==> config.mk <==
export PLATFORM = sky130hd
export DESIGN_NAME = icache_ctrl
export DESIGN_NICKNAME = d
export VERILOG_FILES = /design/src/design/icache_pkg.sv /design/src/design/icache_ctrl.sv
export VERILOG_INCLUDE_DIRS = /design/src /design/src/design
export SDC_FILE = /design/constraint.sdc
export NUM_CORES = 1
export LEC_CHECK = 0
export ABC_AREA = 1
export ABC_CLOCK_PERIOD_IN_PS = 4600
export BUFFER_PORTS_ARGS = -buffer_cell sky130_fd_sc_hd__buf_4
export CAP_MARGIN = 40
export CELL_PAD_IN_SITES_DETAIL_PLACEMENT = 0
export CELL_PAD_IN_SITES_GLOBAL_PLACEMENT = 1
export CORE_AREA = 4 4 101 103
export CTS_CLUSTER_SIZE = 16
export DETAILED_ROUTE_END_ITERATION = 6
export DIE_AREA = 0 0 105 107
export GPL_TIMING_DRIVEN = 0
export PLACE_DENSITY_LB_ADDON = 0.1
export SYNTH_ARGS = -nofsm -noshare
export SYNTH_HDL_FRONTEND = slang
export SYNTH_SLANG_ARGS = --single-unit
export TNS_END_PERCENT = 100
==> constraint.sdc <==
create_clock -name clk -period 4.6 [get_ports clk]
set_clock_uncertainty 0.1 [all_clocks]
set_input_delay 0.23 -clock clk [delete_from_list [all_inputs] [get_ports clk]]
set_output_delay 0.23 -clock clk [all_outputs]
set_load 0.05 [all_outputs]
==> src/design/icache_defs.svh <==
`ifndef ICACHE_DEFS_SVH
`define ICACHE_DEFS_SVH

// fetch address and instruction word
`define ICACHE_ADDR_W 32
`define ICACHE_DATA_W 32

// two ways of 16 sets
`define ICACHE_SETS 16
`define ICACHE_INDEX_W 4

// eight words per line, also the burst length
`define ICACHE_LINE_WORDS 8
`define ICACHE_WOFS_W 3

// byte within a word, ignored by lookup
`define ICACHE_BOFS_W 2

`define ICACHE_TAG_W \
    (`ICACHE_ADDR_W - `ICACHE_INDEX_W - `ICACHE_WOFS_W - `ICACHE_BOFS_W)

`endif

==> src/design/icache_pkg.sv <==
`include "icache_defs.svh"

package icache_pkg;

    // fetch address split, msb first
    typedef struct packed {
        logic [`ICACHE_TAG_W-1:0]   tag;
        logic [`ICACHE_INDEX_W-1:0] index;
        logic [`ICACHE_WOFS_W-1:0]  wofs;
        logic [`ICACHE_BOFS_W-1:0]  bofs;
    } icache_addr_fields_t;

    // same word seen raw or by field
    typedef union packed {
        logic [`ICACHE_ADDR_W-1:0] raw;
        icache_addr_fields_t       fields;
    } icache_addr_u;

endpackage

==> src/design/icache_ctrl.sv <==
`timescale 1ns/1ps
`include "icache_defs.svh"

module icache_ctrl
    import icache_pkg::*;
(
    input  logic                      clk,
    input  logic                      rst_n,
    input  logic                      req_valid,
    input  logic [`ICACHE_ADDR_W-1:0] req_addr,
    input  logic                      hit,
    input  logic [`ICACHE_DATA_W-1:0] rd_word,
    input  logic                      crit_valid,
    input  logic [`ICACHE_DATA_W-1:0] crit_data,
    input  logic                      refill_done,
    output logic                      resp_ready,
    output logic                      resp_valid,
    output logic [`ICACHE_DATA_W-1:0] resp_data,
    output icache_addr_u              addr,
    output logic                      refill_start
);

    localparam logic [1:0] S_IDLE   = 2'd0;
    localparam logic [1:0] S_LOOKUP = 2'd1;
    localparam logic [1:0] S_REFILL = 2'd2;

    logic [1:0]                state;
    logic [1:0]                state_nxt;
    logic                      accept;
    logic                      lookup_q;
    logic                      hit_q;
    logic [`ICACHE_DATA_W-1:0] word_q;
    logic                      hit_resp;

    assign resp_ready = (state == S_IDLE);
    assign accept     = req_valid && resp_ready;

    // lookup spans two cycles, compare then decide
    assign hit_resp     = (state == S_LOOKUP) && lookup_q && hit_q;
    assign refill_start = (state == S_LOOKUP) && lookup_q && !hit_q;

    always_comb begin
        state_nxt = state;
        case (state)
            S_IDLE: begin
                if (accept) begin
                    state_nxt = S_LOOKUP;
                end
            end
            S_LOOKUP: begin
                if (lookup_q) begin
                    state_nxt = hit_q ? S_IDLE : S_REFILL;
                end
            end
            S_REFILL: begin
                if (refill_done) begin
                    state_nxt = S_IDLE;
                end
            end
            default: begin
                state_nxt = S_IDLE;
            end
        endcase
    end

    always_ff @(posedge clk or negedge rst_n) begin
        if (!rst_n) begin
            state    <= S_IDLE;
            lookup_q <= 1'b0;
            hit_q    <= 1'b0;
        end else begin
            state    <= state_nxt;
            lookup_q <= (state == S_LOOKUP) && !lookup_q;
            if ((state == S_LOOKUP) && !lookup_q) begin
                hit_q <= hit;
            end
        end
    end

    // request latch and lookup stage word
    always_ff @(posedge clk) begin
        if (accept) begin
            addr.raw <= req_addr;
        end
        if ((state == S_LOOKUP) && !lookup_q) begin
            word_q <= rd_word;
        end
    end

    // response, one pulse per request
    always_ff @(posedge clk or negedge rst_n) begin
        if (!rst_n) begin
            resp_valid <= 1'b0;
        end else begin
            resp_valid <= hit_resp || ((state == S_REFILL) && crit_valid);
        end
    end

    always_ff @(posedge clk) begin
        if (hit_resp) begin
            resp_data <= word_q;
        end else if ((state == S_REFILL) && crit_valid) begin
            resp_data <= crit_data;
        end
    end

endmodule

Word level (Yosys, flattened, before mapping)
Cells that the tools add are included.

cells by class
  equal/unequal tests = 5
  muxes and demuxes = 7
  reductions and logical operators = 12

operators with widths
  kind                  number
  $mux W32              2
  $mux W2               4
  $logic_and A1 B1 Y1   6
  $pmux W2 S3           1
  $ne A2 B2 Y1 const B  2
  $reduce_and A3 Y1     1
  $eq A2 B1 Y1 const B  1
  $eq A2 B2 Y1 const B  1
  $logic_not A1 Y1      2
  $logic_not A2 Y1      1
  $ne A2 B1 Y1 const B  1
  $reduce_bool A2 Y1    1
  $logic_or A1 B1 Y1    1

storage, ports and cells
  register bits after elaboration = 101
  bits of input ports = 102
  output and inout bits = 67

Depth between registers and ports, before layout
  depth after elaboration = 4
  mapped depth = 6
  gate-level depth less buffers = 5

Worst setup path after synthesis
OpenSTA, ideal clock, no wires.

  path type = reg2reg
  from = register state[1]
  to = register addr[0] (netlist bit), enable pin
  buffers on the path = 0
  stages on the path, launching flop included = 4
  data required time = 4.113 ns
  slack = 2.151 ns
  data arrival time = 1.962 ns
  path through = dfrtp_1 -> nor2_1 -> nand2_1 -> inv_1

on the way
  cells in the longest elaborated chain, start to end = 2

ends and longest elaborated chain
  what                    RTL line           RTL
  start, declared         icache_ctrl.sv:27  logic [1:0] state;
  start signal, assigned  icache_ctrl.sv:72  state <= state_nxt;
  $logic_not A2 Y1        icache_ctrl.sv:35  assign resp_ready = (state == S_IDLE);
  via resp_ready          icache_ctrl.sv:16  output logic resp_ready,
  $logic_and A1 B1 Y1     icache_ctrl.sv:36  assign accept = req_valid && resp_ready;
  via accept              icache_ctrl.sv:29  logic accept;
  end, declared           icache_ctrl.sv:19  output icache_addr_u addr,

The timed path passes the listed nets, and every way through them passes these cells.
A chain may end at the register's enable or synchronous reset.

Final worst setup path
  from = register state[1]
  to = register resp_data[6], enable pin

on the way
  cells in the longest elaborated chain, start to end = 4
  elaborated cells between the ends (all ways) = 6
  classes of those cells = 2 x eq/ne; 4 x reduce/logical

ends and longest elaborated chain
  what                               RTL line            RTL
  $eq A2 B1 Y1                       icache_ctrl.sv:39   assign hit_resp = (state == S_LOOKUP) && lookup_q && hit_q;
  $logic_and A1 B1 Y1 (2 in series)  icache_ctrl.sv:39
  $reduce_bool A2 Y1 (no line) (*)   --
  end signal, assigned               icache_ctrl.sv:101  resp_data <= word_q;
  end signal, assigned               icache_ctrl.sv:103  resp_data <= crit_data;
  end, declared                      icache_ctrl.sv:18   output logic [`ICACHE_DATA_W-1:0] resp_data,

Mark *: on every way between the ends. The rest lies on a longest branch, timed or not.

==> reports/results.tsv <==
metric	value	unit
fmax	487	MHz
finalMaxSlewViolations	0	
ant_nets	0	
antenna_cells	0	
grt.total_usage	16.1	%
cp.arrival	1.93	ns
first_global_vias	2764	
path_class	register to register	
synthesis.nets	332	
grt.busiest_layer	met2	
root_buffer	clkbuf_8	
drv_cap	0	
die_h	107	um
dieArea	0.0112	mm2
hold_slack	0.0187	ns
fin_crit	2.05	ns
drc_errors	0	
total_leakage_power	0.00259	uW
antenna_found_initial	0	
timing.final.crit_share	44.6	%
start_util	39.0	%
status	finished, final reports clean	
end_kind	register	
power.density	542	mW/mm2
num_rows	35	
worst-slew-pin-transition	0.792	ns
avgRoutedWirePerCell	14.8	um
globalRouteMet3Util	6.50	%
dpl.hpwl	5.91	mm
finalHoldViolCount	0	
rsz0062_at_grt	no	
grt-ovfl-total	0	
via_per_inst	4.43	
tns	0	ns
wl	8.76	mm
setup_viol	0	
h-tree-depth	3	
grt_use_met2	28.2	%
hold_path_depth	3	
slew_headroom	47.0	%
gp_congestion	0.691	
cts_setup_buffers	0	
nNetsFinal	578	
syn_area	0.00359	mm2
startpoint_type	register	
grt_pass1_wl	14.0	mm
dp_slack	2.49	ns
hold_path_end	state[0]	
r2r_end	resp_data[6]	
clock_latency	0.35	ns
r2r-start	state[1]	
synth_warnings	0	
fin_ws	2.55	ns
cts-buffers-inserted	9	
yosysUniqueCellTypes	13	
clock_path_buffers	2	
ios	169	
syn_inst	230	
ys_ff_latch	101	
areaGrowthSynthToFinish	64.8	%
crit_path_max_fanout	33	
drt_iter0_markers	73	
rrSetupSlack	2.55	ns
syn_avg_cell_area	15.6	um2
grt_max_degree	34	
total_power	3210	uW
dr.pass1.iters	6	
hold_path.class	input pin to register	
vias	2622	
ys_seq_area_share	83.8	%
reg2reg_depth	4	
required	4.48	ns
yosys-top-cells-area	edfxtp_1 (80%), nand2_1 (7.7%), nand3_1 (4.7%)	
grt_use_met1	17.9	%
path_clk_slew	0.08	ns
netlist.area_leader.share	80.3	%
hold_path_startpoint	req_valid	
drive_above_1_share	41.0	%
vdd_drop_max	0.000331	V
cts.sinks	101	
yosys.area.top_type	edfxtp_1	
die_w	105	um
io_buffer_count	168	
coreArea	0.00920	mm2
cts_tree	yes	
==> routing by layer <==
layer / vias to the layer above / part of all wire, % / wire length (um)
li1: 1306 / - / -
met1: 1187 / 37 / 3260
met2: 120 / 52 / 4570
met3: 9 / 9.3 / 812
met4: 0 / 1.4 / 121
met5: - / 0 / 0
==> worst max path at each step <==
stage / from / end / slack (ns) / depth (start not counted)
after global placement: state[1] / resp_data[5] / 2.00 / 4
final: state[1] / resp_data[6] / 2.55 / 4
after global routing: state[1] / resp_data[23] / 2.35 / 4
after floorplan: state[1] / addr[0] / 2.15 / 3
after detailed placement: state[1] / resp_data[5] / 2.49 / 4
after CTS: state[1] / resp_data[2] / 2.49 / 4
==> power breakdown <==
group | internal, uW | switching (uW) | total, uW
Combinational | 371 | 817 | 1190
Sequential | 1340 | 72.7 | 1410
Clock | 322 | 286 | 609
Total | 2030 | 1180 | 3210
==> cells by family after synthesis <==
family / count (synthesis) / synth area share [%]
buffers and inverters: 16 / 2.72
DFF: 101 / 83.8
and+or+nand+nor: 113 / 13.5
==> cell type report <==
cell class | instances | area [um2]
sequential | 101 | 3010
clock inverter | 4 | 73.8
tap | 111 | 139
inverter | 7 | 26.3
multi-input combinational | 113 | 488
clock buffer | 12 | 145
fill | 674 | 3280
timing repair buffer | 235 | 1970
buffer | 9 | 71.3
==> cells in the mapped netlist (all sizes together) <==
cell	instances
edfxtp	96
nand2	75
nand3	34
buf	9
inv	7
dfrtp	5
nor2	3
nand3b	1
==> critical path, cell delays in order, from the launching register on <==
cell,delay (ns)
dfrtp_1,0.45
nor2_4,0.26
nand2_4,0.12
buf_6,0.16
nand2_2,0.57
==> layout by cell type (no fill, tap or decap), drive strengths merged <==
master,instances
inv,7
dfrtp,5
dlygate4sd3,65
clkbuf,12
clkinv,2
nor2,3
edfxtp,96
nand3b,1
nand3,34
nand2,75
buf,179
bufinv,2
==> sequential cells by signal (all words and copies together), names as in the netlist <==
signal and count:
addr 32, resp_data 32, word_q 32, state 2
hit_q 1, lookup_q 1, resp_valid 1
==> through the flow <==
stage / utilization (%) / cells / cell area [um2]
6_report: 64.4 / 592 / 5920
5_1_grt: 64.4 / 592 / 5920
4_1_cts: 64.4 / 592 / 5920
3_5_place_dp: 54.9 / 511 / 5050
3_3_place_gp: 54.3 / 509 / 4990
2_1_floorplan: - / 230 / 3590
==> repair_timing <==
action	4_1_cts	5_1_grt
hold endpoints to repair	69	0
hold buffers	65	0
resized for setup	0	0
Power figures use the tool's default switching activity.
