`config.mk`:
```
export PLATFORM = sky130hd
export DESIGN_NAME = icache_tag_array
export DESIGN_NICKNAME = d
export VERILOG_FILES = /design/src/design/icache_pkg.sv /design/src/design/icache_tag_array.sv
export VERILOG_INCLUDE_DIRS = /design/src /design/src/design
export SDC_FILE = /design/constraint.sdc
export NUM_CORES = 1
export LEC_CHECK = 0
export BUFFER_PORTS_ARGS = -buffer_cell sky130_fd_sc_hd__buf_2
export CAP_MARGIN = 5
export CORE_MARGIN = 10
export CORE_UTILIZATION = 30
export DETAILED_ROUTE_END_ITERATION = 8
export PLACE_DENSITY = 0.48
export SETUP_SLACK_MARGIN = 0.3
export SYNTH_ARGS = -nofsm -noshare
export SYNTH_HDL_FRONTEND = slang
export SYNTH_SLANG_ARGS = --single-unit
export TNS_END_PERCENT = 20
```
`constraint.sdc`:
```
create_clock -name clk -period 4.87 [get_ports clk]
set_input_delay 0 -clock clk [delete_from_list [all_inputs] [get_ports clk]]
set_output_delay 0 -clock clk [all_outputs]
set_load 0.005 [all_outputs]
```
`src/design/icache_defs.svh`:
```
`ifndef ICACHE_DEFS_SVH
`define ICACHE_DEFS_SVH

// fetch address and instruction word
`define ICACHE_ADDR_W 32
`define ICACHE_DATA_W 32

// two ways of 16 sets
`define ICACHE_SETS 16
`define ICACHE_INDEX_W 4

// eight words per line, also the burst length
`define ICACHE_LINE_WORDS 8
`define ICACHE_WOFS_W 3

// byte within a word, ignored by lookup
`define ICACHE_BOFS_W 2

`define ICACHE_TAG_W \
    (`ICACHE_ADDR_W - `ICACHE_INDEX_W - `ICACHE_WOFS_W - `ICACHE_BOFS_W)

`endif

```
`src/design/icache_pkg.sv`:
```
`include "icache_defs.svh"

package icache_pkg;

    // fetch address split, msb first
    typedef struct packed {
        logic [`ICACHE_TAG_W-1:0]   tag;
        logic [`ICACHE_INDEX_W-1:0] index;
        logic [`ICACHE_WOFS_W-1:0]  wofs;
        logic [`ICACHE_BOFS_W-1:0]  bofs;
    } icache_addr_fields_t;

    // same word seen raw or by field
    typedef union packed {
        logic [`ICACHE_ADDR_W-1:0] raw;
        icache_addr_fields_t       fields;
    } icache_addr_u;

endpackage

```
`src/design/icache_tag_array.sv`:
```
`timescale 1ns/1ps
`include "icache_defs.svh"

module icache_tag_array
    import icache_pkg::*;
(
    input  logic         clk,
    input  logic         rst_n,
    input  icache_addr_u addr,
    input  logic         install,
    output logic         hit,
    output logic         hit_way,
    output logic         victim_way
);

    logic [`ICACHE_SETS-1:0]  valid_w0;
    logic [`ICACHE_SETS-1:0]  valid_w1;
    logic [`ICACHE_SETS-1:0]  victim;
    logic [`ICACHE_TAG_W-1:0] tag_w0 [`ICACHE_SETS];
    logic [`ICACHE_TAG_W-1:0] tag_w1 [`ICACHE_SETS];
    logic                     hit_w0;
    logic                     hit_w1;

    // compare both ways of the addressed set
    assign hit_w0 = valid_w0[addr.fields.index] &&
                    (tag_w0[addr.fields.index] == addr.fields.tag);
    assign hit_w1 = valid_w1[addr.fields.index] &&
                    (tag_w1[addr.fields.index] == addr.fields.tag);

    assign hit        = hit_w0 || hit_w1;
    assign hit_way    = hit_w1;
    assign victim_way = victim[addr.fields.index];

    // valid and victim bits, flipped per refill
    always_ff @(posedge clk or negedge rst_n) begin
        if (!rst_n) begin
            valid_w0 <= '0;
            valid_w1 <= '0;
            victim   <= '0;
        end else if (install) begin
            if (victim_way) begin
                valid_w1[addr.fields.index] <= 1'b1;
            end else begin
                valid_w0[addr.fields.index] <= 1'b1;
            end
            victim[addr.fields.index] <= ~victim_way;
        end
    end

    // tag storage
    always_ff @(posedge clk) begin
        if (install) begin
            if (victim_way) begin
                tag_w1[addr.fields.index] <= addr.fields.tag;
            end else begin
                tag_w0[addr.fields.index] <= addr.fields.tag;
            end
        end
    end

endmodule

```
==> Yosys cells after proc, flatten, opt, wreduce, memory -nomap -nowiden <==
Memories as Yosys holds them, arrays and structs flattened.
Cells that the tools add are included.
{ "word_totals": {"reg_bits": 48, "mem_bits_rw": 736, "in_bits": 35, "output_inout_bits": 3, "elab_cells": 33, "n_memories": 2} }
{ "mem_list": {"columns": ["memory", "words", "width", "read_ports", "rd_clocked_by_memory_dff", "write_ports", "line", "rtl"], "rows": [
  ["tag_w0", 16, 23, 1, 0, 1, "icache_tag_array.sv:19", "logic [`ICACHE_TAG_W-1:0] tag_w0 [`ICACHE_SETS];"],
  ["tag_w1", 16, 23, 1, 0, 1, "icache_tag_array.sv:20", "logic [`ICACHE_TAG_W-1:0] tag_w1 [`ICACHE_SETS];"]
]} }
{ "op_classes": {"magnitude_cmp": 2, "n_eq_ne": 2, "n_mux": 15, "n_bitwise": 3, "reduce_logical": 6} }
{ "ops": {"columns": ["op", "count"], "rows": [
  ["$eq A23 B23 Y1", 2],
  ["$or A16 B16 Y16", 2],
  ["$bwmux W16", 1],
  ["$bmux W1 S4", 3],
  ["$mux W1", 10],
  ["$lt A4 B5 Y1 const B", 1],
  ["$demux W1 S4", 1],
  ["$ge A4 B1 Y1 const B", 1],
  ["$reduce_and A2 Y1", 2],
  ["$logic_and A1 B1 Y1", 3],
  ["$logic_or A1 B1 Y1", 1],
  ["$not A1 Y1", 1]
]} }

==> Logic depth before layout (Yosys ltp) <==
Gate-level depths: netlist of the first run.
{ "logic_depth": {"depth_word": 5, "ltp_mapped": 12, "mapped_depth_nobuf": 7} }

==> Worst setup path before layout of the first run <==
Ideal clock, no wire load.
{ "synth_path": {"path_kind": "flip-flop to flip-flop", "from": "register victim[7]", "to": "memory tag_w0[4][0] in the netlist's numbering, enable pin", "setup_time_ns": 0.464, "t_arrival_ns": 3.891, "t_required_ns": 4.406, "path_slack_ns": 0.516, "stages_incl_launch_ff": 5, "path_buffers": 1, "period_less_slack_ns": 4.354, "cell_sequence": "dfrtp_1 -> mux4_2 -> mux4_2 -> clkbuf_1 -> nor4_1"} }
{ "synth_between": {"elab_chain_cells": 5} }
{ "synth_rtl": {"columns": ["item", "line", "rtl"], "rows": [
  ["start, declared", "icache_tag_array.sv:18", "logic [`ICACHE_SETS-1:0] victim;"],
  ["start signal, assigned by index", "icache_tag_array.sv:46", "victim[addr.fields.index] <= ~victim_way;"],
  ["$bmux W1 S4", "icache_tag_array.sv:32", "assign victim_way = victim[addr.fields.index];"],
  ["$mux W1 (not written as such)", "icache_tag_array.sv:32", null],
  ["$mux W1", "icache_tag_array.sv:53", "if (victim_way) begin"],
  ["$mux W1", "icache_tag_array.sv:52", "if (install) begin"],
  ["$mux W1 (not written as such)", "icache_tag_array.sv:56", "tag_w0[addr.fields.index] <= addr.fields.tag;"],
  ["end, declared", "icache_tag_array.sv:19", null]
]} }
No other way between the ends. The select of a mux whose other input is x is not followed.

==> Final worst setup path of the first run <==
{ "layout_path": {"from": "memory tag_w0[15][19] in the netlist's numbering", "to": "output hit"} }
{ "layout_between": {"elab_chain_cells": 4} }
{ "layout_rtl": {"columns": ["item", "line", "rtl"], "rows": [
  ["$mem_v2 Z16 W23", null, null],
  ["$eq A23 B23 Y1", "icache_tag_array.sv:26", "(tag_w0[addr.fields.index] == addr.fields.tag);"],
  ["$logic_and A1 B1 Y1", "icache_tag_array.sv:25", "assign hit_w0 = valid_w0[addr.fields.index] &&"],
  ["$logic_or A1 B1 Y1", "icache_tag_array.sv:30", "assign hit = hit_w0 || hit_w1;"],
  ["end, declared", "icache_tag_array.sv:11", "output logic hit,"]
]} }
No other way between the ends.

==> impl_metrics.ini, run 1 <==
[floorplanning]
rows = 117
die-area_sq_um = 116000
start_util_pct = 30.3
ioPinCount = 38
dieWidth_um = 341
coreArea_sq_um = 102000
die-height_um = 341

[timing]
rsz0062_at_grt = no
slew_headroom_pct = 34.1
timing.hold.ws_ns = 0.0372
tns_ns = 0
final-max-slew-violation-count = 0
period_share_pct = 82.2
tightest_slew_ns = 0.964
report.final.setup_viol = 0
fmaxAchievable_mhz = 250
fin_ws_ns = 0.867
period_needed_ns = 4.00
fin_skew_ns = 0.0136
hold_viol_final = 0

[clock_network]
clk_latency_ns = 0.63
post-cts-setup-buffers = 0
cts_resized = 0
clkSinkCount = 784
cts_buffers = 81
cts_root_buf = clkbuf_16
h-tree-depth = 3
ctsHoldBuffers = 25
clockBufferDepth = 3
tritoncts = built
cts.clk_slew.worst_paths_ns = 0.06

[yosys]
yosysSeqAreaShare_pct = 75.4
ys_async_sr_fraction_pct = 6.12
synth_area_per_cell_sq_um = 21.7
yosys_warnings = 0
ys_seq_elements = 784
synth_fp_nets = 1460
synth_cells = 1425
synth-edff-count = 736
ys_types = 57
netlist_area_sq_um = 30900
synth_flop_cell = edfxtp_1

[finish]
stdcell_count = 3006
mostFrequentLayoutCell = edfxtp_1
syn2layout_area_growth_pct = 16.3
final_cell_area_sq_um = 35900
post-route-util_pct = 35.2
mostFrequentLayoutCells = edfxtp_1 (736), mux4_2 (197), clkbuf_16 (85)
drive_above_1_share_pct = 28.2
nets = 1610

[global_routing]
grt_usage_pct = 13.2
grt-ovfl-total = 0
grt_start_max_net_pins = 53
grt_pass1_wl_mm = 112
grt_pass1_vias = 15600
antenna_found_initial = 2

[power_and_ir_drop]
switching_power_mw = 3.21
internal_power_mw = 11.7
p_total_mw = 14.9
pwr-share-seq_pct = 51.8
p_comb_share_pct = 7.3
p_leak_nw = 11.6
peakVddDrop_mv = 0.261
power_density_nw_per_um2 = 414
p_clk_share_pct = 40.8
swShare_pct = 21.6

[run_status]
outcome = complete, no violations

[route]
drt-total-wl_mm = 77.4
drtIter0Drc = 1139
drcViolationCount = 0
vias_per_cell = 4.82
wl_per_cell_um = 25.7
vias = 14500
dr.pass1.iters = 6
antenna_left = 0

[worst_hold_path]
hold_path_class = primary input to async pin

[run]
drv_cap = 0

[critical_path]
path_class = flop to primary output
start_kind = flop
critPathCaptureType = primary output
crit_fanout = 1
cp.required_ns = 4.87
critPathArrivalTime_ns = 4.00

[placement]
place_ws_ns = 1.15
hpwl_mm = 43.5
dpl-instance-area_sq_um = 33100
place_inst = 2835
io_buffers = 32
gp_congestion = 0.735
registers in the layout, summed over array words and instances (netlist names):
signal and cells:
tag_w0 368, tag_w1 368, valid_w0 16, valid_w1 16
victim 16
synth_stat cells (2+ instances only):
| library cell | n | area (sq um) |
|---|---|---|
| nor4_1 | 5 | 31.3 |
| a221oi_1 | 7 | 61.3 |
| and3_1 | 2 | 12.5 |
| mux2_2 | 6 | 67.6 |
| and2_1 | 2 | 12.5 |
| nor2b_1 | 13 | 81.3 |
| mux2i_1 | 59 | 591 |
| buf_4 | 14 | 105 |
| a21o_1 | 2 | 15.0 |
| a22o_1 | 6 | 52.6 |
| nand2_1 | 28 | 105 |
| nand3b_1 | 2 | 15.0 |
| o22ai_1 | 4 | 25.0 |
| a21oi_1 | 7 | 35.0 |
| dfrtp_1 | 48 | 1200 |
| xnor2_1 | 28 | 245 |
| buf_6 | 8 | 90.1 |
| buf_2 | 26 | 130 |
| o21ai_0 | 10 | 50.1 |
| inv_1 | 22 | 82.6 |
| nand3_1 | 9 | 45.0 |
| nor3_1 | 16 | 80.1 |
| nor3b_1 | 2 | 15.0 |
| mux4_2 | 197 | 4440 |
| or2_2 | 16 | 100 |
| nor2_1 | 48 | 180 |
| buf_1 | 3 | 11.3 |
| mux4_1 | 7 | 184 |
| a2111oi_0 | 2 | 17.5 |
| o211ai_1 | 2 | 15.0 |
| buf_8 | 2 | 30.0 |
| nand2b_1 | 21 | 131 |
| a211oi_1 | 3 | 22.5 |
| nand4_1 | 4 | 25.0 |
| or3_1 | 2 | 12.5 |
| buf_12 | 3 | 60.1 |
| clkbuf_1 | 13 | 48.8 |
| o31ai_1 | 2 | 15.0 |
| edfxtp_1 | 736 | 22100 |
| xor2_1 | 12 | 105 |
| o311ai_0 | 2 | 17.5 |
| a22oi_1 | 9 | 67.6 |
cells by family after synthesis:
family                    count (synthesis)  synth area share [%]
DFF                                     784                  75.4
muxes                                   269                  17.1
and+or+nand+nor                         171                  2.77
buffers and inverters                    92                  1.82
AOI/OAI and AO/OA                        69                  1.76
xor gates and xnor gates                 40                  1.13
final timing paths:
kind,start,to,slack [ns],cells past startpoint
max reg2reg,victim[8],tag_w0[0][22],1.90,4
min in group clk,addr[7],victim[4],0.26,4
max in group asynchronous,rst_n,victim[9],4.35,3
min reg2reg,valid_w0[10],valid_w0[10],0.46,1
max,tag_w0[15][19],hit,0.87,8
min,rst_n,valid_w0[8],0.04,3
power groups by stage:
stage          sequential, mW  clock (mW)  combinational (mW)
6_report                 7.71        6.07                1.09
5_1_grt                  7.73        6.48                1.19
4_1_cts                  7.71        6.24                1.12
3_5_place_dp             7.84           0                1.10
3_3_place_gp             7.83           0                1.08
2_1_floorplan            7.82           0               0.692
critical path, stage by stage (launching register included):
cell      delay (ns)
edfxtp_1        0.36
mux4_2          0.49
mux4_2          0.50
xnor2_1         0.25
nand3_1         0.20
nor4_1          0.64
nand4_1         0.47
o31ai_2         0.26
buf_2           0.19
area by class of cell:
| cell class | instances | area (sq um) |
|---|---|---|
| Fill cell | 9527 | 66100 |
| Sequential cell | 784 | 23300 |
| Multi-Input combinational cell | 549 | 7110 |
| Clock buffer | 104 | 2260 |
| Tap cell | 1368 | 1710 |
| Timing Repair Buffer | 136 | 1130 |
| Clock inverter | 41 | 338 |
| Inverter | 23 | 86.3 |
| Antenna cell | 1 | 2.50 |
metal layers:
| metal | GRT usage, % | wire, um | up-vias |
|---|---|---|---|
| li1 | - | - | 6214 |
| met1 | 18.3 | 35200 | 7883 |
| met2 | 21.6 | 37600 | 289 |
| met3 | 2.05 | 3040 | 99 |
| met4 | 3.34 | 1510 | 0 |
| met5 | 0 | 0 | - |
No activity file was read; power rests on OpenSTA's default activity.
==> run 2, diff against run 1 <==
- clock period: 4.87 -> 3.8 ns (I/O delays scaled with it)
==> run 2 against run 1 <==
  * Die area unchanged
  * Hold slack got worse by 0.0099 ns
  * Core utilization increased by 0.55 points
  * Clock skew increased by 0.0025 ns
  * Non-clock buffer count increased by 17
  * Register-to-register slack got worse by 0.79 ns
  * Sequential power increased by 28%
  * Flip-flop and latch count unchanged
  * Clock power increased by 28%
  * Critical path depth increased by 1
  * First-iteration DRC count increased by 10%
  * Cell count increased by 0.70%
  * Largest cell class unchanged
==> impl_metrics.ini, run 2 (synthesized netlist as in run 1, its figures left out) <==
[timing]
timing.hold.ws_ns = 0.0273
slew_headroom_pct = 43.7
final-max-slew-violation-count = 0
fin_skew_ns = 0.0161
period_needed_ns = 3.70
period_share_pct = 97.4
fin_ws_ns = 0.0994
report.final.setup_viol = 0
fmaxAchievable_mhz = 270
rsz0062_at_grt = yes
hold_viol_final = 0
tightest_slew_ns = 0.844
tns_ns = 0

[power_and_ir_drop]
p_leak_nw = 11.8
peakVddDrop_mv = 0.343
power_density_nw_per_um2 = 524
p_total_mw = 19.1

[global_routing]
grt_usage_pct = 13.4
grt-ovfl-total = 0
grt_start_max_net_pins = 56
antenna_found_initial = 5
grt_pass1_vias = 15800
grt_pass1_wl_mm = 114

[run_status]
outcome = complete, no violations

[critical_path]
crit_fanout = 1
critPathCaptureType = primary output
start_kind = flop
rrSetupSlack_ns = 1.11
cp.required_ns = 3.80
critPathArrivalTime_ns = 3.70
path_class = flop to primary output
reg2reg_depth = 5

[floorplanning]
dieWidth_um = 341
ioPinCount = 38
start_util_pct = 30.3
coreArea_sq_um = 102000
die-height_um = 341
rows = 117
die-area_sq_um = 116000

[route]
wl_per_cell_um = 26.0
drt-total-wl_mm = 78.6
drcViolationCount = 0
drtIter0Drc = 1256
dr.pass1.iters = 5
antenna_left = 0
vias_per_cell = 4.88
vias = 14800

[finish]
top_regs = tag_w0 (368), tag_w1 (368)
mostFrequentLayoutCell = edfxtp_1
final_cell_area_sq_um = 36500
post-route-util_pct = 35.8
stdcell_count = 3027
syn2layout_area_growth_pct = 18.2
drive_above_1_share_pct = 29.4
mostFrequentLayoutCells = edfxtp_1 (736), mux4_2 (197), clkbuf_16 (83)
nets = 1629

[placement]
hpwl_mm = 44.5
io_buffers = 32
place_ws_ns = -0.0194
dpl-instance-area_sq_um = 33700
gp_congestion = 0.756
place_inst = 2854

[run]
drv_cap = 0

[clock_network]
post-cts-setup-buffers = 0
tritoncts = built
clkSinkCount = 784
h-tree-depth = 3
clk_latency_ns = 0.63
clockBufferDepth = 3
cts.clk_slew.worst_paths_ns = 0.06
cts_buffers = 83
cts_root_buf = clkbuf_16

[worst_hold_path]
hold_path_class = primary input to async pin
run 2: power breakdown:
| group | switching (mW) | internal [mW] | total [mW] |
|---|---|---|---|
| Clock | 3.27 | 4.48 | 7.74 |
| Combinational | 0.838 | 0.653 | 1.49 |
| Sequential | 0.113 | 9.76 | 9.88 |
run 2: routing by layer:
layer	share of wire, %	GRT usage (%)	wire length (um)
met1	44	17.9	34500
met2	49	22.3	38800
met3	4.9	2.69	3850
met4	1.8	3.28	1430
met5	0.033	0	26
run 2: repair_timing:
action	CTS	global route
endpoints found under the setup margin	2	2
hold buffers	23	0
hold endpoints to repair	617	0
gates resized for setup	7	0
pin swaps	4	3
run 2: final timing paths:
kind	to	start
worst max-delay path	hit	tag_w0[3][6]
worst min-delay path	valid_w0[9]	rst_n
worst max register to register	tag_w0[10][18]	victim[15]
worst min register to register	valid_w0[6]	valid_w0[6]
max in group asynchronous	victim[1]	rst_n
min in group clk	tag_w1[11][3]	addr[12]
run 2: cell type report:
cell class | instances | area [sq um]
inverter | 23 | 86.3
antenna | 4 | 10.0
multi-input combinational | 549 | 7180
tap | 1368 | 1710
clock buffer | 117 | 2250
timing repair buffer | 153 | 1660
sequential | 784 | 23300
clock inverter | 29 | 295
fill | 9459 | 65500
run 2: critical path, cell delays in order (launching register included):
cell and delay, ns:
edfxtp_1 0.38, mux4_2 0.49, mux4_2 0.49, xnor2_2 0.19, nand4_1 0.31, a221oi_2 0.31
nand4_1 0.35, buf_4 0.28, o31ai_4 0.07, buf_2 0.18
