$ cat src/design/icache_defs.svh
`ifndef ICACHE_DEFS_SVH
`define ICACHE_DEFS_SVH

// fetch address and instruction word
`define ICACHE_ADDR_W 32
`define ICACHE_DATA_W 32

// two ways of 16 sets
`define ICACHE_SETS 16
`define ICACHE_INDEX_W 4

// eight words per line, also the burst length
`define ICACHE_LINE_WORDS 8
`define ICACHE_WOFS_W 3

// byte within a word, ignored by lookup
`define ICACHE_BOFS_W 2

`define ICACHE_TAG_W \
    (`ICACHE_ADDR_W - `ICACHE_INDEX_W - `ICACHE_WOFS_W - `ICACHE_BOFS_W)

`endif

$ cat src/design/icache_pkg.sv
`include "icache_defs.svh"

package icache_pkg;

    // fetch address split, msb first
    typedef struct packed {
        logic [`ICACHE_TAG_W-1:0]   tag;
        logic [`ICACHE_INDEX_W-1:0] index;
        logic [`ICACHE_WOFS_W-1:0]  wofs;
        logic [`ICACHE_BOFS_W-1:0]  bofs;
    } icache_addr_fields_t;

    // same word seen raw or by field
    typedef union packed {
        logic [`ICACHE_ADDR_W-1:0] raw;
        icache_addr_fields_t       fields;
    } icache_addr_u;

endpackage

$ cat src/design/icache_refill.sv
`timescale 1ns/1ps
`include "icache_defs.svh"

module icache_refill
    import icache_pkg::*;
(
    input  logic                      clk,
    input  logic                      rst_n,
    input  icache_addr_u              addr,
    input  logic                      refill_start,
    input  logic                      arready,
    input  logic                      rvalid,
    input  logic [`ICACHE_DATA_W-1:0] rdata,
    input  logic                      rlast,
    output logic                      arvalid,
    output logic [`ICACHE_ADDR_W-1:0] araddr,
    output logic                      rready,
    output logic                      beat_we,
    output logic [`ICACHE_WOFS_W-1:0] beat_idx,
    output logic [`ICACHE_DATA_W-1:0] beat_data,
    output logic                      crit_valid,
    output logic [`ICACHE_DATA_W-1:0] crit_data,
    output logic                      refill_done
);

    logic [`ICACHE_WOFS_W-1:0] beat_cnt;

    // address phase, held until arready
    always_ff @(posedge clk or negedge rst_n) begin
        if (!rst_n) begin
            arvalid <= 1'b0;
        end else if (refill_start) begin
            arvalid <= 1'b1;
        end else if (arvalid && arready) begin
            arvalid <= 1'b0;
        end
    end

    // line-aligned burst address
    always_ff @(posedge clk) begin
        if (refill_start) begin
            araddr <= {addr.fields.tag, addr.fields.index,
                       {(`ICACHE_WOFS_W + `ICACHE_BOFS_W){1'b0}}};
        end
    end

    // data phase from AR handshake to last beat
    always_ff @(posedge clk or negedge rst_n) begin
        if (!rst_n) begin
            rready <= 1'b0;
        end else if (arvalid && arready) begin
            rready <= 1'b1;
        end else if (refill_done) begin
            rready <= 1'b0;
        end
    end

    always_ff @(posedge clk or negedge rst_n) begin
        if (!rst_n) begin
            beat_cnt <= '0;
        end else if (refill_start) begin
            beat_cnt <= '0;
        end else if (beat_we) begin
            beat_cnt <= beat_cnt + 1'b1;
        end
    end

    assign beat_we   = rvalid && rready;
    assign beat_idx  = beat_cnt;
    assign beat_data = rdata;

    // requested word goes straight back to control
    assign crit_valid  = beat_we && (beat_cnt == addr.fields.wofs);
    assign crit_data   = rdata;
    assign refill_done = beat_we && rlast;

endmodule

$ cat config.mk
export PLATFORM = sky130hd
export DESIGN_NAME = icache_refill
export DESIGN_NICKNAME = d
export VERILOG_FILES = /design/src/design/icache_pkg.sv /design/src/design/icache_refill.sv
export VERILOG_INCLUDE_DIRS = /design/src /design/src/design
export SDC_FILE = /design/constraint.sdc
export NUM_CORES = 1
export LEC_CHECK = 0
export BUFFER_PORTS_ARGS = -buffer_cell sky130_fd_sc_hd__buf_2
export CAP_MARGIN = 30
export CORE_MARGIN = 2
export CORE_UTILIZATION = 37
export DETAILED_ROUTE_END_ITERATION = 12
export PLACE_DENSITY = 0.82
export SETUP_SLACK_MARGIN = 0.5
export SYNTH_ARGS = -nofsm -noshare
export SYNTH_HDL_FRONTEND = slang
export SYNTH_SLANG_ARGS = --single-unit
$ cat constraint.sdc
create_clock -name clk -period 2.75 [get_ports clk]
set_input_delay 0.275 -clock clk [delete_from_list [all_inputs] [get_ports clk]]
set_output_delay 0.275 -clock clk [all_outputs]
set_load 0.01 [all_outputs]
# ---- Yosys cells after proc, flatten, opt, wreduce, memory -nomap -nowiden
# Index checks and enable logic that the tools add are counted.
dict set report word_totals {
  reg_bits 32
  wordCells 19
  inputBits 70
}
dict set report op_classes {
  add_sub_neg 1
  reduce_logical 7
  eq_ne 1
  n_mux 6
}
# cell count
set op_table {}
lappend op_table {{two-way mux 3 bit} 2}
lappend op_table {{nonzero test 2 bit} 3}
lappend op_table {{logical AND 1 bit} 4}
lappend op_table {{two-way mux 1 bit} 4}
lappend op_table {{adder 3 x 1 -> 3 bit (second input constant)} 1}
lappend op_table {{== test 3 bit} 1}

# ---- Longest topological paths before layout
# Gate-level depths: netlist of the first run.
dict set report depth {
  depth_word 4
  depth_mapped 3
  ltp_nobuf 3
}

# ---- Least setup slack after synthesis of the first run
# OpenSTA, ideal clock, no wires.
dict set report synth_timing {
  path_kind {register -> output}
  from {register rready}
  to {output crit_valid}
  slack_ns 1.554
  stages_incl_launch_ff 3
  t_required_ns 2.475
  n_path_buf 0
  arrival_ns 0.921
  path_cell_list {dfrtp_1 > and2_2 > and4_1}
}
dict set report synth_via {
  elab_chain_len 2
}
# element line
set synth_lines {}
lappend synth_lines {{start, declared} icache_refill.sv:17} ;# output logic rready,
lappend synth_lines {{start signal, assigned} icache_refill.sv:50} ;# rready <= 1'b0;
lappend synth_lines {{start signal, assigned} icache_refill.sv:52} ;# rready <= 1'b1;
lappend synth_lines {{start signal, assigned} icache_refill.sv:54} ;# rready <= 1'b0;
lappend synth_lines {{logical AND 1 bit} icache_refill.sv:68} ;# assign beat_we = rvalid && rready;
lappend synth_lines {{via beat_we} icache_refill.sv:18} ;# output logic beat_we,
lappend synth_lines {{logical AND 1 bit} icache_refill.sv:73} ;# assign crit_valid = beat_we && (beat_cnt == addr.fields.wofs);
lappend synth_lines {{end, declared} icache_refill.sv:21} ;# output logic crit_valid,
# The timed path passes the listed nets, and every way through them passes these cells.

# ---- Worst setup path in the final report of the first run
dict set report layout_timing {
  from {register rready}
  to {output crit_valid}
}
dict set report layout_via {
  elab_chain_len 2
}
# element line
set layout_lines {}
lappend layout_lines {{logical AND 1 bit} icache_refill.sv:68}
lappend layout_lines {{logical AND 1 bit} icache_refill.sv:73}
# No other way between the ends.

==> flow_summary.json, run 1 <==
{
  "min_period_ns": 1.52,
  "outcome": "complete, no violations",
  "power_density_nw_per_um2": 683,
  "path_class": "reg -> out",
  "ys_ff_latch": 32,
  "cts_sinks": 32,
  "critical-path-top-delay-family": "flip-flops",
  "cts_tree": "done",
  "grt_usage": 0.115,
  "diodes": 0,
  "setup_tns_ns": 0,
  "die_w_um": 70.2,
  "core_area_um2": 4290,
  "via_count": 839,
  "grt_max_degree": 33,
  "drt_iter0_markers": 53,
  "slew_headroom": 0.553,
  "required_ns": 2.48,
  "maxCapViolations": 0,
  "finalMaxSlewViolations": 0,
  "antenna_found_initial": 0,
  "grt_pass1_vias": 785,
  "syn_avg_cell_area_um2": 13.2,
  "multi_input_area_um2": 179,
  "fin_crit_sh": 0.551,
  "overflow": 0,
  "cp_cell_sequence": "and2_2 -> and4_1 -> buf_2",
  "crit_buf_inv": 1,
  "drc": 0,
  "nets": 207,
  "clock_latency_ns": 0.28,
  "routed_wl_mm": 2.87,
  "syn_inst": 123,
  "fin_hold_ws_ns": 0.168,
  "startpoint_type": "flip-flop",
  "h-tree-depth": 2,
  "drive_gt1_frac": 0.606,
  "setup_ws_ns": 1.23,
  "finalSetupViolCount": 0,
  "firstDrtPassIters": 4,
  "ir_drop_mv": 0.232,
  "p_leak_nw": 0.755,
  "port_buffers": 70,
  "path_max_fanout": 9,
  "cts_buffers": 5,
  "yosysUniqueCellTypes": 21,
  "start_util": 0.378,
  "worstPathArrival_ns": 1.24,
  "critPathSlowestCell": "dfrtp_1",
  "gp_congestion": 0.710,
  "cts_resized": 0,
  "dpl.hpwl_mm": 2.20,
  "max_freq_mhz": 660,
  "area_delta_synth_final_pct": 1.85,
  "synth.cell_area_um2": 1620,
  "die_h_um": 70.2,
  "p_total_mw": 1.13,
  "clockBufferDepth": 2,
  "dieArea_um2": 4930,
  "antenna_left": 0,
  "end_kind": "primary output",
  "hp-class": "in -> reg",
  "regArea_um2": 936,
  "fp-row-count": 24,
  "skew_ns": 0.00460,
  "wl_per_cell_um": 15.2,
  "placed_area_um2": 1530,
  "worst_slew_pin_slew_ns": 0.671,
  "post_cts_buffers": 0,
  "critical-path-max-stage-delay_ns": 0.49,
  "finalHoldViolCount": 0,
  "place_ws_ns": 1.42,
  "cts.hold.buffers_added": 1,
  "rsz0062_at_grt": "no",
  "root_buffer": "clkbuf_8",
  "grt_pass1_wl_mm": 4.13,
  "ios": 174,
  "synth_warnings": 0,
  "viasPerCell": 4.44,
  "design_area_um2": 1650,
  "num-fill-cells": 405,
  "yosysSeqAreaShare": 0.577,
  "clk_pin_slew_ns": 0.06
}
## routing by layer
metal  global-route usage  wire [µm]  up-vias
li1                     -          -      360
met1                0.110        911      361
met2                0.158       1270       85
met3               0.0823        476       33
met4                0.111        206        0
met5                    0          0        -
## placed cells by master, fill, tap and decap left out
master         count
bufinv_16          1
nand2_1            1
dfrtp_1            5
and3_2             1
clkbuf_8           5
buf_2             70
a22o_1             1
a21bo_2            2
a21o_1             1
clkbuf_1           1
mux2_4             1
nand3b_1           1
and2_2             1
inv_1              1
and4_1             1
nor2b_1            1
dlygate4sd3_1      1
edfxtp_1          27
xnor2_1            3
a21oi_1            2
nor2_1             1
nand3_2            1
clkinv_2           1
ha_1               1
nand3_1            1
conb_1             5
## power breakdown
part	switching, mW	internal, mW	leakage, nW	total, mW
clock	0.161	0.268	0.0552	0.429
sequential	0.0151	0.568	0.327	0.583
combinational	0.0605	0.0552	0.373	0.116
## final timing paths
kind | startpoint | endpoint | slack (ns) | cells past startpoint
worst max-delay path | rready | crit_valid | 1.23 | 3
worst min-delay path | addr[23] | araddr[23] | 0.17 | 1
worst max register to register | beat_idx[0] | beat_idx[2] | 1.61 | 3
worst min register to register | arvalid | arvalid | 0.53 | 1
max in group asynchronous | rst_n | beat_idx[2] | 2.26 | 2
min in group asynchronous | rst_n | beat_idx[1] | 0.35 | 2
## stage by stage
stage          cells  utilization
6_report         189        0.385
5_1_grt          189        0.385
4_1_cts          189        0.385
3_5_place_dp     180        0.357
3_3_place_gp     180        0.357
2_1_floorplan    127            -
## cell families (layout without fill, tap and decap cells)
group,after synthesis,in the layout,share of synthesized area
other,1,5,0.00231
AO/OA/AOI/OAI,6,6,0.0286
flip-flops,32,32,0.577
AND/OR/NAND/NOR,9,9,0.0370
adder cells (fa/ha/maj),1,1,0.00771
buffers and inverters,70,80,0.322
multiplexers,1,1,0.00926
XOR/XNOR,3,3,0.0162
## cells in the mapped netlist
cell	count	area [µm²]
buf_4	69	518
edfxtp_1	27	811
dfrtp_1	5	125
xnor2_1	3	26.3
a21bo_2	2	20.0
a21oi_1	2	10.0
a21o_1	1	7.51
a22o_1	1	8.76
and2_2	1	7.51
and3_2	1	7.51
and4_1	1	8.76
conb_1	1	3.75
ha_1	1	12.5
inv_1	1	3.75
mux2_4	1	15.0
nand2_1	1	3.75
nand3_1	1	5.00
nand3_2	1	10.0
nand3b_1	1	7.51
nor2_1	1	3.75
nor2b_1	1	6.26
## worst register-to-register path, cell delays in order (launching register included)
cell     delay (ns)
dfrtp_1        0.43
ha_1           0.23
nand3_2        0.08
mux2_4         0.29
## registers in the layout, summed over array words and instances, names as in the netlist
register  count
araddr       27
beat_idx      3
arvalid       1
rready        1
## cell type report
| class | instances | area share |
|---|---|---|
| clock inverter | 2 | 0.0212 |
| timing repair buffer | 71 | 0.218 |
| sequential | 32 | 0.567 |
| inverter | 1 | 0.00227 |
| clock buffer | 6 | 0.0439 |
| tap | 52 | 0.0394 |
| multi-input combinational | 25 | 0.108 |
Power figures use the tool's default switching activity.
==> run 2: changes to the inputs <==
CORE_UTILIZATION = 35   (was 37)
PLACE_DENSITY = 0.78   (was 0.82)
clock period = 1.4 ns   (was 2.75 ns; I/O delays follow)
==> flow_summary.json, run 2 (synthesis gave the netlist of run 1 again) <==
{
  "outcome": "complete, no violations",
  "grt_pass1_wl_mm": 4.31,
  "max_freq_mhz": 759,
  "dpl.hpwl_mm": 2.29,
  "place_inst": 181,
  "worstPathArrival_ns": 1.18,
  "regMostFlops": "araddr",
  "final_cell_mix": "63 x buf_2, 27 x edfxtp_1, 13 x buf_6",
  "path_class": "reg -> out",
  "antenna_found_initial": 0,
  "placed_area_um2": 1580,
  "cts_tree": "done",
  "min_period_ns": 1.32,
  "startpoint_type": "flip-flop",
  "finalHoldViolCount": 0,
  "start_util": 0.367,
  "nets": 217,
  "rsz0062_at_grt": "yes",
  "fin_hold_ws_ns": 0.0369,
  "overflow": 0,
  "area_delta_synth_final_pct": 15.2,
  "finalSetupViolCount": 0,
  "setup_ws_ns": 0.0823,
  "path_max_fanout": 2,
  "design_area_um2": 1870,
  "critical-path-top-delay-family": "flip-flops",
  "required_ns": 1.26,
  "power_density_nw_per_um2": 1240,
  "critPathSlowestCell": "dfrtp_2",
  "crit_buf_inv": 1,
  "h-tree-depth": 2,
  "antenna_left": 0,
  "stdcell_count": 199,
  "p_leak_nw": 0.833,
  "drc": 0,
  "hp-class": "in -> reg",
  "cp_cell_sequence": "xnor2_2 -> and4_4 -> buf_6",
  "ir_drop_mv": 0.502,
  "grt_pass1_vias": 888,
  "fin_crit_sh": 0.941,
  "setup_tns_ns": 0,
  "wl_per_cell_um": 15.8,
  "port_buffers": 70,
  "drive_gt1_frac": 0.714,
  "cts_sinks": 32,
  "end_kind": "primary output",
  "ios": 174,
  "clockBufferDepth": 2,
  "grt_max_degree": 28,
  "drt_iter0_markers": 56,
  "clock_latency_ns": 0.28,
  "dieArea_um2": 5190,
  "layout_commonest_cell": "buf_2",
  "via_count": 897,
  "skew_ns": 0.000616,
  "gp_congestion": 0.754,
  "largest_register_ffs": 27,
  "diodes": 0,
  "grt_usage": 0.112,
  "viasPerCell": 4.51,
  "place_ws_ns": 0.295,
  "die_w_um": 72.1,
  "fin_util": 0.423,
  "maxCapViolations": 0,
  "critical-path-max-stage-delay_ns": 0.43,
  "p_total_mw": 2.32,
  "firstDrtPassIters": 2,
  "finalMaxSlewViolations": 0,
  "core_area_um2": 4410,
  "clk_pin_slew_ns": 0.07,
  "root_buffer": "clkbuf_8",
  "cts_buffers": 5,
  "routed_wl_mm": 3.14,
  "fp-row-count": 24,
  "die_h_um": 72.1
}
-- run 2: cell types whose count changed in the layout (fill, tap and decap cells not counted), sizes merged --
cell	change
buf	+10
clkinvlp	+1
clkbuf	-1
-- run 2: report_power, final --
part / switching, mW / total, mW / internal (mW) / leakage (nW)
registers: 0.0244 / 1.14 / 1.12 / 0.323
logic: 0.155 / 0.334 / 0.179 / 0.456
clock network: 0.323 / 0.849 / 0.526 / 0.0541
-- run 2: path summary, 6_finish.rpt --
path,slack (ns),endpoint,start,cells past startpoint
max reg2reg,0.11,beat_idx[2],beat_idx[1],5
min in group asynchronous,0.21,beat_idx[0],rst_n,2
min,0.04,araddr[24],addr[24],1
max in group asynchronous,1.05,beat_idx[1],rst_n,2
max,0.08,crit_valid,beat_idx[1],3
min reg2reg,0.58,arvalid,arvalid,2
-- run 2: final cells by class --
class / instances / area, µm²
timing repair buffer: 81 / 514
clock buffer: 5 / 68.8
tap: 52 / 65.1
inverter: 1 / 3.75
clock inverter: 3 / 42.5
multi-input combinational: 25 / 234
sequential: 32 / 940
fill: 390 / 2550
-- run 2: metal layers --
metal | wire (µm) | track usage
met5 | 0 | 0
met4 | 158 | 0.0943
met3 | 468 | 0.0528
met2 | 1670 | 0.207
met1 | 845 | 0.0839
-- run 2: what timing repair did --
item | CTS | global route
resized for setup | 12 | 8
pin swaps | 2 | 6
hold buffers | 1 | 0
setup buffers | 8 | 1
gates cloned | 0 | 0
endpoints found under the hold margin | 5 | 0
setup endpoints to repair | 37 | 39
-- run 2: worst reg2reg max path: stages, from the launching register on --
cell     delay, ns
dfrtp_2       0.43
buf_4         0.14
buf_6         0.12
ha_4          0.15
nand3_2       0.06
mux2_4        0.29
==> run 3: changes to the inputs <==
CORE_UTILIZATION = 31   (was 35)
PLACE_DENSITY = 0.73   (was 0.78)
clock period = 1.18 ns   (was 1.4 ns; I/O delays follow)
==> flow_summary.json, run 3 (synthesis gave the netlist of run 1 again) <==
{
  "place_ws_ns": 0.106,
  "min_period_ns": 1.30,
  "firstDrtPassIters": 4,
  "start_util": 0.320,
  "critical-path-top-delay-family": "flip-flops",
  "drive_gt1_frac": 0.701,
  "seqPwrFrac": 0.492,
  "routed_wl_mm": 3.16,
  "gr-usage-met1": 0.0958,
  "setup_tns_ns": -0.175,
  "largest_register_ffs": 27,
  "grt_usage": 0.108,
  "wl_per_cell_um": 14.8,
  "outcome": "complete, but fails checks",
  "via_count": 871,
  "regMostFlops": "araddr",
  "swShare": 0.217,
  "finalSetupViolCount": 3,
  "multi_input_area_um2": 226,
  "fin_crit_sh": 1.10,
  "ir_drop_mv": 0.704,
  "finalHoldViolCount": 0,
  "violations": "negative setup slack",
  "cts_sinks": 32,
  "area_delta_synth_final_pct": 15.7,
  "h-tree-depth": 2,
  "gp_congestion": 0.685,
  "p_total_mw": 2.75,
  "antenna_left": 0,
  "final_cell_mix": "60 x buf_2, 27 x edfxtp_1, 15 x buf_6",
  "p_int_mw": 2.15,
  "pwr-share-comb": 0.141,
  "cts.hold.buffers_added": 1,
  "fin_util": 0.370,
  "cts_buffers": 5,
  "clk_pin_slew_ns": 0.07,
  "pwr-share-clk": 0.367,
  "die_h_um": 76.3,
  "grt_max_degree": 26,
  "use_met2": 0.181,
  "grt_pass1_wl_mm": 4.66,
  "path_max_fanout": 2,
  "regArea_um2": 940,
  "core_area_um2": 5070,
  "drc": 0,
  "p_leak_nw": 0.819,
  "rsz0062_at_grt": "yes",
  "fp-row-count": 26,
  "antenna_found_initial": 0,
  "startpoint_type": "flip-flop",
  "setup_ws_ns": -0.121,
  "worstPathArrival_ns": 1.18,
  "ios": 174,
  "required_ns": 1.06,
  "finalMaxSlewViolations": 0,
  "maxCapViolations": 0,
  "num-fill-cells": 481,
  "die_w_um": 76.3,
  "max_freq_mhz": 769,
  "grt_use_met3": 0.0592,
  "crit_buf_inv": 1,
  "drt_iter0_markers": 44,
  "p_switching_mw": 0.595,
  "clockBufferDepth": 2,
  "critPathSlowestCell": "dfrtp_2",
  "skew_ns": 0.00433,
  "port_buffers": 70,
  "cp_cell_sequence": "xnor2_2 -> and4_4 -> buf_6",
  "clock_latency_ns": 0.27,
  "root_buffer": "clkbuf_8",
  "path_class": "reg -> out",
  "cts_tree": "done",
  "overflow": 0,
  "busiest_layer": "met2",
  "layout_commonest_cell": "buf_2",
  "viasPerCell": 4.07,
  "diodes": 0,
  "power_density_nw_per_um2": 1460,
  "critical-path-max-stage-delay_ns": 0.43,
  "dieArea_um2": 5830,
  "grt_pass1_vias": 860,
  "end_kind": "primary output",
  "nets": 214,
  "hp-class": "in -> reg"
}
[run 3: cell count changes in the layout (fill, tap and decap cells not counted), sizes merged]
| cell | change |
|---|---|
| buf | -3 |
[run 3: final cells by class]
cell class	count	area share
flip-flops and latches	32	0.501
repair buffers	78	0.270
multi-input cells	25	0.121
well taps	70	0.0467
clock buffers	5	0.0367
clock inverters	3	0.0227
inverters	1	0.00200
[run 3: worst register-to-register path, cell delays in order (launching register included)]
cell,delay (ns)
dfrtp_2,0.43
buf_4,0.16
ha_4,0.15
nand3_2,0.08
mux2_4,0.29
[run 3: timing repair]
action / 4_1_cts / 5_1_grt
endpoints found under the setup margin: 39 / 40
hold endpoints to repair: 5 / 4
pin swaps: 6 / 4
setup buffers: 6 / 0
resized for setup: 12 / 7
[run 3: per-layer routing]
metal | up-vias | wire length, µm
li1 | 375 | -
met1 | 397 | 960
met2 | 80 | 1650
met3 | 19 | 402
met4 | 0 | 153
met5 | - | 0
[run 3: worst paths after layout]
check                                  from           to  slack [ns]  cells past startpoint
worst max-delay path            beat_idx[0]   crit_valid       -0.12                      3
worst min-delay path                addr[8]    araddr[8]        0.01                      1
worst max register to register  beat_idx[1]  beat_idx[2]       -0.04                      4
worst min register to register      arvalid      arvalid        0.62                      2
max in group asynchronous             rst_n       rready        0.86                      2
min in group asynchronous             rst_n      arvalid        0.18                      2
[run 3: through the flow]
stage	hold WS [ns]	area, µm²	cells
floorplan	-0.178	1670	127
global placement	-0.0582	1610	199
detailed placement	-0.0616	1610	199
CTS	0.00152	1830	214
global route	-0.00521	1880	214
finish	0.0116	1880	214
[run 3: power groups by stage]
stage / Combinational (mW) / Sequential (mW) / Clock [mW]
finish: 0.387 / 1.35 / 1.01
global route: 0.415 / 1.36 / 1.10
CTS: 0.371 / 1.35 / 1.04
detailed placement: 0.293 / 1.38 / 0
global placement: 0.289 / 1.38 / 0
floorplan: 0.293 / 1.43 / 0
